--- config.mk ---
export PLATFORM = sky130hd
export DESIGN_NAME = chip_top
export DESIGN_NICKNAME = d
export VERILOG_FILES = /design/src/source/chip_mem_pkg.sv /design/src/source/chip_tag_pkg.sv /design/src/source/chip_dmc_cfg.sv /design/src/source/chip_mem_switch.sv /design/src/source/chip_tag_client.sv /design/src/source/chip_tag_master.sv /design/src/source/chip_top.sv
export SDC_FILE = /design/constraint.sdc
export NUM_CORES = 1
export LEC_CHECK = 0
export ABC_AREA = 1
export ABC_CLOCK_PERIOD_IN_PS = 2000
export BUFFER_PORTS_ARGS = -buffer_cell sky130_fd_sc_hd__buf_2
export CORE_AREA = 2 2 187 189
export DETAILED_ROUTE_END_ITERATION = 10
export DIE_AREA = 0 0 189 191
export GPL_ROUTABILITY_DRIVEN = 0
export PLACE_DENSITY = 0.46
export SLEW_MARGIN = 10
export SYNTH_ARGS = -nofsm -noshare
export SYNTH_HDL_FRONTEND = slang
export SYNTH_SLANG_ARGS = --single-unit
--- constraint.sdc ---
create_clock -name clk_i -period 2 [get_ports clk_i]
set_input_delay 0.4 -clock clk_i [delete_from_list [all_inputs] [get_ports clk_i]]
set_output_delay 0.4 -clock clk_i [all_outputs]
set_load 0.05 [all_outputs]
--- src/source/chip_mem_pkg.sv ---
package chip_mem_pkg;

  ////////////////////////////////////////////////////////////////////////////
  // memory command and response messages

  localparam int mem_addr_width_c = 28;
  localparam int mem_data_width_c = 32;

  typedef enum logic [1:0] {
    mem_op_rd_e = 2'b00,
    mem_op_wr_e = 2'b01
  } mem_opcode_e;

  typedef struct packed {
    mem_opcode_e                 opcode;
    logic [mem_addr_width_c-1:0] addr;
    logic [mem_data_width_c-1:0] data;
  } mem_msg_s;

  ////////////////////////////////////////////////////////////////////////////
  // dram controller configuration

  localparam int dmc_cfg_bytes_c = 12;

  typedef struct packed {
    logic [15:0] trefi;
    logic [3:0]  tmrd;
    logic [3:0]  trfc;
    logic [3:0]  trc;
    logic [3:0]  trp;
    logic [3:0]  tras;
    logic [3:0]  trrd;
    logic [3:0]  trcd;
    logic [3:0]  twr;
    logic [3:0]  twtr;
    logic [3:0]  trtp;
    logic [3:0]  tcas;
    logic [3:0]  col_width;
    logic [3:0]  row_width;
    logic [1:0]  bank_width;
    logic [5:0]  bank_pos;
    logic [1:0]  dqs_sel_cal;
    logic [3:0]  init_cmd_cnt;
  } dmc_timing_s;

endpackage

--- src/source/chip_tag_pkg.sv ---
package chip_tag_pkg;

  ////////////////////////////////////////////////////////////////////////////
  // serial tag protocol

  localparam int tag_id_width_c      = 6;
  localparam int tag_payload_width_c = 8;
  localparam int tag_num_clients_c   = 16;

  // id and payload bits shifted in after the start bit
  localparam int tag_shift_bits_c = tag_id_width_c + tag_payload_width_c;
  localparam int tag_cnt_width_c  = $clog2(tag_shift_bits_c);

  ////////////////////////////////////////////////////////////////////////////
  // client ids

  localparam logic [tag_id_width_c-1:0] tag_core_id_c   = 6'd0;
  localparam logic [tag_id_width_c-1:0] tag_host_id_c   = 6'd1;
  localparam logic [tag_id_width_c-1:0] tag_router_id_c = 6'd2;
  localparam logic [tag_id_width_c-1:0] tag_bypass_id_c = 6'd3;

  // dmc config bytes fill the rest of the id space
  localparam logic [tag_id_width_c-1:0] tag_dmc_base_id_c = 6'd4;
  localparam int tag_dmc_num_c = tag_num_clients_c - int'(tag_dmc_base_id_c);

  localparam int did_width_c = 4;

  ////////////////////////////////////////////////////////////////////////////
  // payload types

  // one write, broadcast to every client
  typedef struct packed {
    logic                           v;
    logic [tag_id_width_c-1:0]      id;
    logic [tag_payload_width_c-1:0] payload;
  } tag_write_s;

  // reset and destination id for core, host and router
  typedef struct packed {
    logic                   reset;
    logic [did_width_c-1:0] did;
  } ctrl_payload_s;

endpackage

--- src/source/chip_dmc_cfg.sv ---
`timescale 1ns/1ps

module chip_dmc_cfg
  import chip_tag_pkg::*;
  import chip_mem_pkg::*;
  (input  logic        clk_i
  ,input  logic        rst_n_i
  ,input  tag_write_s  tag_write_i
  ,output dmc_timing_s dmc_timing_o
  ,output logic        dmc_sys_reset_o
  );

  logic [dmc_cfg_bytes_c-1:0][tag_payload_width_c-1:0] cfg_bytes_lo;

  ////////////////////////////////////////////////////////////////////////////
  // one byte client per config byte

  for (genvar i = 0; i < tag_dmc_num_c; i++) begin : g_byte
    chip_tag_client
      #(.payload_t  ( logic [tag_payload_width_c-1:0] )
       ,.client_id_p( tag_dmc_base_id_c + tag_id_width_c'(i) )
       )
      i_client
        (.clk_i      ( clk_i )
        ,.rst_n_i    ( rst_n_i )
        ,.tag_write_i( tag_write_i )
        ,.data_o     ( cfg_bytes_lo[i] )
        ,.new_o      ()
        );
  end

  ////////////////////////////////////////////////////////////////////////////
  // unpack into timing fields

  // refresh interval, byte 1 is the high half
  assign dmc_timing_o.trefi        = {cfg_bytes_lo[1], cfg_bytes_lo[0]};

  assign dmc_timing_o.tmrd         = cfg_bytes_lo[2][3:0];
  assign dmc_timing_o.trfc         = cfg_bytes_lo[2][7:4];
  assign dmc_timing_o.trc          = cfg_bytes_lo[3][3:0];
  assign dmc_timing_o.trp          = cfg_bytes_lo[3][7:4];
  assign dmc_timing_o.tras         = cfg_bytes_lo[4][3:0];
  assign dmc_timing_o.trrd         = cfg_bytes_lo[4][7:4];
  assign dmc_timing_o.trcd         = cfg_bytes_lo[5][3:0];
  assign dmc_timing_o.twr          = cfg_bytes_lo[5][7:4];
  assign dmc_timing_o.twtr         = cfg_bytes_lo[6][3:0];
  assign dmc_timing_o.trtp         = cfg_bytes_lo[6][7:4];
  assign dmc_timing_o.tcas         = cfg_bytes_lo[7][3:0];

  // address geometry
  assign dmc_timing_o.col_width    = cfg_bytes_lo[8][3:0];
  assign dmc_timing_o.row_width    = cfg_bytes_lo[8][7:4];
  assign dmc_timing_o.bank_width   = cfg_bytes_lo[9][1:0];
  assign dmc_timing_o.bank_pos     = cfg_bytes_lo[9][7:2];

  assign dmc_timing_o.dqs_sel_cal  = cfg_bytes_lo[10][1:0];
  assign dmc_timing_o.init_cmd_cnt = cfg_bytes_lo[10][5:2];

  assign dmc_sys_reset_o = cfg_bytes_lo[11][0];

endmodule

--- src/source/chip_mem_switch.sv ---
`timescale 1ns/1ps

module chip_mem_switch
  import chip_mem_pkg::*;
  (input  logic     sel_i

  // memory source side
  ,input  logic     mem_cmd_v_i
  ,input  mem_msg_s mem_cmd_i
  ,output logic     mem_cmd_ready_o
  ,output logic     mem_resp_v_o
  ,output mem_msg_s mem_resp_o
  ,input  logic     mem_resp_ready_i

  // dram controller port
  ,output logic     dmc_cmd_v_o
  ,output mem_msg_s dmc_cmd_o
  ,input  logic     dmc_cmd_ready_i
  ,input  logic     dmc_resp_v_i
  ,input  mem_msg_s dmc_resp_i
  ,output logic     dmc_resp_ready_o

  // bypass port
  ,output logic     byp_cmd_v_o
  ,output mem_msg_s byp_cmd_o
  ,input  logic     byp_cmd_ready_i
  ,input  logic     byp_resp_v_i
  ,input  mem_msg_s byp_resp_i
  ,output logic     byp_resp_ready_o
  );

  // sel 0 is dmc, 1 is bypass

  // command fan-out, data to both and valid to the selected one
  assign dmc_cmd_v_o     = mem_cmd_v_i & ~sel_i;
  assign byp_cmd_v_o     = mem_cmd_v_i &  sel_i;
  assign dmc_cmd_o       = mem_cmd_i;
  assign byp_cmd_o       = mem_cmd_i;
  assign mem_cmd_ready_o = sel_i ? byp_cmd_ready_i : dmc_cmd_ready_i;

  // response merge
  assign mem_resp_v_o     = sel_i ? byp_resp_v_i : dmc_resp_v_i;
  assign mem_resp_o       = sel_i ? byp_resp_i   : dmc_resp_i;
  assign dmc_resp_ready_o = mem_resp_ready_i & ~sel_i;
  assign byp_resp_ready_o = mem_resp_ready_i &  sel_i;

endmodule

--- src/source/chip_tag_client.sv ---
`timescale 1ns/1ps

module chip_tag_client
  import chip_tag_pkg::*;
  #(parameter type                       payload_t   = logic [tag_payload_width_c-1:0]
   ,parameter logic [tag_id_width_c-1:0] client_id_p = '0
   )
  (input  logic       clk_i
  ,input  logic       rst_n_i
  ,input  tag_write_s tag_write_i
  ,output payload_t   data_o
  ,output logic       new_o
  );

  logic hit;

  assign hit = tag_write_i.v && (tag_write_i.id == client_id_p);

  // low payload bits only, narrower clients drop the rest
  always_ff @(posedge clk_i or negedge rst_n_i) begin
    if (!rst_n_i) begin
      data_o <= '0;
      new_o  <= 1'b0;
    end else begin
      new_o <= hit;
      if (hit) begin
        data_o <= payload_t'(tag_write_i.payload[$bits(payload_t)-1:0]);
      end
    end
  end

endmodule

--- src/source/chip_tag_master.sv ---
`timescale 1ns/1ps

module chip_tag_master
  import chip_tag_pkg::*;
  (input  logic       clk_i
  ,input  logic       rst_n_i
  ,input  logic       tag_data_i
  ,input  logic       tag_en_i
  ,output tag_write_s tag_write_o
  );

  typedef enum logic {
    idle_e,
    shift_e
  } state_e;

  state_e                         state_r;
  logic [tag_cnt_width_c-1:0]     cnt_r;
  logic [tag_shift_bits_c-1:0]    shift_r;
  logic                           done_r;
  logic                           write_v_r;
  logic [tag_id_width_c-1:0]      write_id_r;
  logic [tag_payload_width_c-1:0] write_payload_r;
  logic                           line_bit;
  logic                           last_bit;

  // line reads as zero while the enable is low
  assign line_bit = tag_en_i & tag_data_i;
  assign last_bit = (state_r == shift_e)
                 && (cnt_r == tag_cnt_width_c'(tag_shift_bits_c - 1));

  always_ff @(posedge clk_i or negedge rst_n_i) begin
    if (!rst_n_i) begin
      state_r <= idle_e;
      cnt_r   <= '0;
      done_r  <= 1'b0;
    end else begin
      done_r <= last_bit;
      case (state_r)
        idle_e: begin
          cnt_r <= '0;
          // start bit
          if (line_bit) begin
            state_r <= shift_e;
          end
        end
        shift_e: begin
          cnt_r <= cnt_r + 1'b1;
          // back to idle right away so a back-to-back start bit is seen
          if (last_bit) begin
            state_r <= idle_e;
          end
        end
        default: begin
          state_r <= idle_e;
        end
      endcase
    end
  end

  // id first, msb first
  always_ff @(posedge clk_i) begin
    if (state_r == shift_e) begin
      shift_r <= {shift_r[tag_shift_bits_c-2:0], line_bit};
    end
  end

  always_ff @(posedge clk_i or negedge rst_n_i) begin
    if (!rst_n_i) begin
      write_v_r <= 1'b0;
    end else begin
      write_v_r <= done_r;
    end
  end

  always_ff @(posedge clk_i) begin
    if (done_r) begin
      write_id_r      <= shift_r[tag_shift_bits_c-1 -: tag_id_width_c];
      write_payload_r <= shift_r[tag_payload_width_c-1:0];
    end
  end

  assign tag_write_o.v       = write_v_r;
  assign tag_write_o.id      = write_id_r;
  assign tag_write_o.payload = write_payload_r;

endmodule

--- src/source/chip_top.sv ---
`timescale 1ns/1ps

module chip_top
  import chip_tag_pkg::*;
  import chip_mem_pkg::*;
  (input  logic                   clk_i
  ,input  logic                   rst_n_i
  ,input  logic                   tag_data_i
  ,input  logic                   tag_en_i

  ,output logic                   core_reset_o
  ,output logic [did_width_c-1:0] core_did_o
  ,output logic                   host_reset_o
  ,output logic [did_width_c-1:0] host_did_o
  ,output logic                   router_reset_o
  ,output logic [did_width_c-1:0] router_did_o

  ,output dmc_timing_s            dmc_timing_o
  ,output logic                   dmc_sys_reset_o

  ,input  logic                   mem_cmd_v_i
  ,input  mem_msg_s               mem_cmd_i
  ,output logic                   mem_cmd_ready_o
  ,output logic                   mem_resp_v_o
  ,output mem_msg_s               mem_resp_o
  ,input  logic                   mem_resp_ready_i

  ,output logic                   dmc_cmd_v_o
  ,output mem_msg_s               dmc_cmd_o
  ,input  logic                   dmc_cmd_ready_i
  ,input  logic                   dmc_resp_v_i
  ,input  mem_msg_s               dmc_resp_i
  ,output logic                   dmc_resp_ready_o

  ,output logic                   byp_cmd_v_o
  ,output mem_msg_s               byp_cmd_o
  ,input  logic                   byp_cmd_ready_i
  ,input  logic                   byp_resp_v_i
  ,input  mem_msg_s               byp_resp_i
  ,output logic                   byp_resp_ready_o
  );

  tag_write_s                     tag_write_lo;
  ctrl_payload_s                  core_data_lo;
  ctrl_payload_s                  host_data_lo;
  ctrl_payload_s                  router_data_lo;
  logic [tag_payload_width_c-1:0] bypass_data_lo;

  ////////////////////////////////////////////////////////////////////////////
  // tag master and control clients

  chip_tag_master
    i_tag_master
      (.clk_i      ( clk_i )
      ,.rst_n_i    ( rst_n_i )
      ,.tag_data_i ( tag_data_i )
      ,.tag_en_i   ( tag_en_i )
      ,.tag_write_o( tag_write_lo )
      );

  chip_tag_client #(.payload_t( ctrl_payload_s ), .client_id_p( tag_core_id_c ))
    i_core_client
      (.clk_i      ( clk_i )
      ,.rst_n_i    ( rst_n_i )
      ,.tag_write_i( tag_write_lo )
      ,.data_o     ( core_data_lo )
      ,.new_o      ()
      );

  chip_tag_client #(.payload_t( ctrl_payload_s ), .client_id_p( tag_host_id_c ))
    i_host_client
      (.clk_i      ( clk_i )
      ,.rst_n_i    ( rst_n_i )
      ,.tag_write_i( tag_write_lo )
      ,.data_o     ( host_data_lo )
      ,.new_o      ()
      );

  chip_tag_client #(.payload_t( ctrl_payload_s ), .client_id_p( tag_router_id_c ))
    i_router_client
      (.clk_i      ( clk_i )
      ,.rst_n_i    ( rst_n_i )
      ,.tag_write_i( tag_write_lo )
      ,.data_o     ( router_data_lo )
      ,.new_o      ()
      );

  assign core_reset_o   = core_data_lo.reset;
  assign core_did_o     = core_data_lo.did;
  assign host_reset_o   = host_data_lo.reset;
  assign host_did_o     = host_data_lo.did;
  assign router_reset_o = router_data_lo.reset;
  assign router_did_o   = router_data_lo.did;

  // bypass link byte, bit 0 steers memory traffic
  chip_tag_client
    #(.payload_t  ( logic [tag_payload_width_c-1:0] )
     ,.client_id_p( tag_bypass_id_c )
     )
    i_bypass_client
      (.clk_i      ( clk_i )
      ,.rst_n_i    ( rst_n_i )
      ,.tag_write_i( tag_write_lo )
      ,.data_o     ( bypass_data_lo )
      ,.new_o      ()
      );

  ////////////////////////////////////////////////////////////////////////////
  // dmc configuration and memory steering

  chip_dmc_cfg
    i_dmc_cfg
      (.clk_i          ( clk_i )
      ,.rst_n_i        ( rst_n_i )
      ,.tag_write_i    ( tag_write_lo )
      ,.dmc_timing_o   ( dmc_timing_o )
      ,.dmc_sys_reset_o( dmc_sys_reset_o )
      );

  chip_mem_switch
    i_mem_switch
      (.sel_i           ( bypass_data_lo[0] )
      ,.mem_cmd_v_i     ( mem_cmd_v_i )
      ,.mem_cmd_i       ( mem_cmd_i )
      ,.mem_cmd_ready_o ( mem_cmd_ready_o )
      ,.mem_resp_v_o    ( mem_resp_v_o )
      ,.mem_resp_o      ( mem_resp_o )
      ,.mem_resp_ready_i( mem_resp_ready_i )
      ,.dmc_cmd_v_o     ( dmc_cmd_v_o )
      ,.dmc_cmd_o       ( dmc_cmd_o )
      ,.dmc_cmd_ready_i ( dmc_cmd_ready_i )
      ,.dmc_resp_v_i    ( dmc_resp_v_i )
      ,.dmc_resp_i      ( dmc_resp_i )
      ,.dmc_resp_ready_o( dmc_resp_ready_o )
      ,.byp_cmd_v_o     ( byp_cmd_v_o )
      ,.byp_cmd_o       ( byp_cmd_o )
      ,.byp_cmd_ready_i ( byp_cmd_ready_i )
      ,.byp_resp_v_i    ( byp_resp_v_i )
      ,.byp_resp_i      ( byp_resp_i )
      ,.byp_resp_ready_o( byp_resp_ready_o )
      );

endmodule

==> flow_summary.yaml <==
timing:
  fin_crit_ps: 2150
  hold_viol: 0
  period_share: 1.08
  worst_slew_pin_slew_ps: 704
  rsz0062_at_grt: "yes"
  slew_violations: 0
  fin_worst_skew_ps: 11.1
  whs_ps: 279
  relSlewSlack: 0.531
  setup_viol: 64
  max_freq_mhz: 465
  timing.final.ws_setup_ps: -150
  fin_tns_setup_ps: -5140
layout:
  final_common_cell: "nand2_1"
  fin_util: 0.283
  final_cell_count_no_fill: 1403
  mostFrequentLayoutCells: "nand2_1 (285), buf_2 (231), dfrtp_1 (105), mux2_4 (61), buf_8 (35)"
  drive_above_1_share: 0.461
  area_delta_synth_final_pct: 42.6
  stdcell_area_mm2: 0.00965
  fin_nets: 1126
drt:
  vias: 5729
  drt-total-wl_mm: 36.9
  drtPass1Iterations: 5
  viasPerCell: 4.08
  wire_per_inst_um: 26.3
  ant_nets: 0
  route.detailed.drc: 0
  drt_iter0_drc: 386
power:
  comb_power_share: 0.178
  seqPwrFrac: 0.423
  clock_power_share: 0.399
  ir_worst_vdd_v: 0.000686
  p_per_area_mw_per_mm2: 816
  leakage_nw: 5.23
  switching_share: 0.295
  p_sw_mw: 2.32
  internal_power_mw: 5.55
  power_mw: 7.87
setup_path:
  crit_fanout: 8
  required_ps: 1600
  arrival_ps: 1750
  crit_path_end_kind: "output port"
  worstSetupPathType: "flop to output port"
  r2r_setup_slack_ps: 380
  r2r-start: "i_tag_master.write_id_r[5]"
  r2r_end: "i_dmc_cfg.g_byte[3].i_client.data_o[3]"
  rr_worst_depth: 6
  startpoint_type: "flop"
synth:
  synth_area_leaders: "dfrtp_1 (39%), nand2_1 (16%), buf_4 (14%)"
  yosysWarningCount: 0
  postSynthAreaPerCell_um2: 9.36
  netlist_area_mm2: 0.00677
  syn_inst: 723
  yosysUniqueCellTypes: 20
  synth-seq-cells: 134
  yosysSeqAreaShare: 0.516
  synth_fp_nets: 921
  yosys.area.top_type: "dfrtp_1"
  synth_top_area_share: 0.392
clock_tree:
  htree_levels: 4
  clock_path_buffers: 2
  cts.clk_slew.worst_paths_ps: 60
  insertion_delay_ps: 420
  cts_root_buffer: "clkbuf_16"
  clock-sinks: 134
  cts_buffers: 17
  cts_tree: "built"
floorplanning:
  ios: 486
  dieArea_mm2: 0.0361
  coreArea_mm2: 0.0341
  dieHeight_um: 191
  initial_core_util: 0.198
  die_w_um: 189
  rows: 68
placement:
  place_area_mm2: 0.00801
  place_inst: 1353
  pre_cts_ws_ps: 195
  dp_hpwl_mm: 28.6
  port-buffer-count: 299
worst_hold_path:
  whs_path_depth: 3
  hold_path.class: "input pin to flop"
  hold_path_startpoint: "tag_data_i"
  worstHoldEndpoint: "i_tag_master.shift_r[0]"
outcome:
  violations: "negative setup slack"
  status: "complete, but fails checks"
global_route:
  grt_pass1_wl_mm: 48.2
  grt_pass1_vias: 5658
  grt_antenna_before_repair: 17
  grt_max_degree: 45
  grt_overflow: 0
  track_usage: 0.198
flow_run:
  drv_cap: 0
power by group through the flow:
stage                     Clock, mW  Sequential, mW  Combinational, mW
final                          3.14            3.33               1.40
after global routing           3.33            3.37               1.48
after CTS                      3.21            3.34               1.37
after detailed placement          0            3.38               1.18
after global placement            0            3.38               1.18
after floorplan                   0            3.47               1.22
how the worst max path moves through the flow:
stage	start	end	slack (ps)	depth (start not counted)
2_1_floorplan	i_bypass_client.data_o[0]	dmc_cmd_v_o	110	4
3_3_place_gp	i_bypass_client.data_o[0]	mem_resp_o[37]	210	3
3_5_place_dp	i_bypass_client.data_o[0]	mem_resp_o[46]	200	3
4_1_cts	i_bypass_client.data_o[0]	mem_resp_o[46]	-150	4
5_1_grt	i_bypass_client.data_o[0]	mem_resp_o[37]	-190	4
6_report	i_bypass_client.data_o[0]	mem_resp_o[37]	-150	4
registers in the layout, indices dropped and copies added, names as in the netlist, 4 cells and up:
name / cells
i_core_client.data_o: 5
i_dmc_cfg.g_byte.i_client.data_o: 83
i_host_client.data_o: 5
i_router_client.data_o: 5
i_tag_master.cnt_r: 4
i_tag_master.shift_r: 14
i_tag_master.write_id_r: 6
i_tag_master.write_payload_r: 8
routing by layer:
layer / up-vias / part of all wire / track usage
met2: 332 / 0.50 / 0.328
met5: - / 0.00079 / 0.00549
li1: 2596 / - / -
met4: 2 / 0.027 / 0.0862
met1: 2744 / 0.38 / 0.221
met3: 55 / 0.095 / 0.0857
cells in the mapped netlist (all sizes together):
cell / instances
nand3: 8
nor4: 1
mux2: 64
o21ai: 33
a21oi: 2
buf: 137
inv: 21
dfrtp: 106
nand2: 285
nor2: 23
nor3: 1
nand4: 2
edfxtp: 28
clkbuf: 10
ha: 2
worst max-delay path: stages, from the launching register on:
cell and delay (ps):
dfrtp_2 460, buf_12 160, clkbuf_16 180, mux2_4 360
buf_6 170
layout make-up:
type                       instances  area [um^2]
antenna                            7         17.5
clock buffer                      20          447
inverter                          21         78.8
tap                              455          569
multi-input combinational        421         2390
fill                            3659        24500
timing repair buffer             333         2500
sequential                       134         3490
clock inverter                    12          143
cells by family after synthesis:
group	Yosys count	synth area share
AOI/OAI and AO/OA	35	0.0259
buffers and inverters	168	0.164
DFF	134	0.516
adders and majority gates	2	0.00370
muxes	64	0.106
and+or+nand+nor	320	0.184
repair_timing:
action,in CTS,in global routing
hold buffers,1,0
buffers inserted,3,0
setup endpoints to repair,65,67
gates cloned,5,2
pin swaps,0,0
hold endpoints to repair,29,0
resized for setup,202,34
Note: power is estimated with default switching activity, not from simulation.
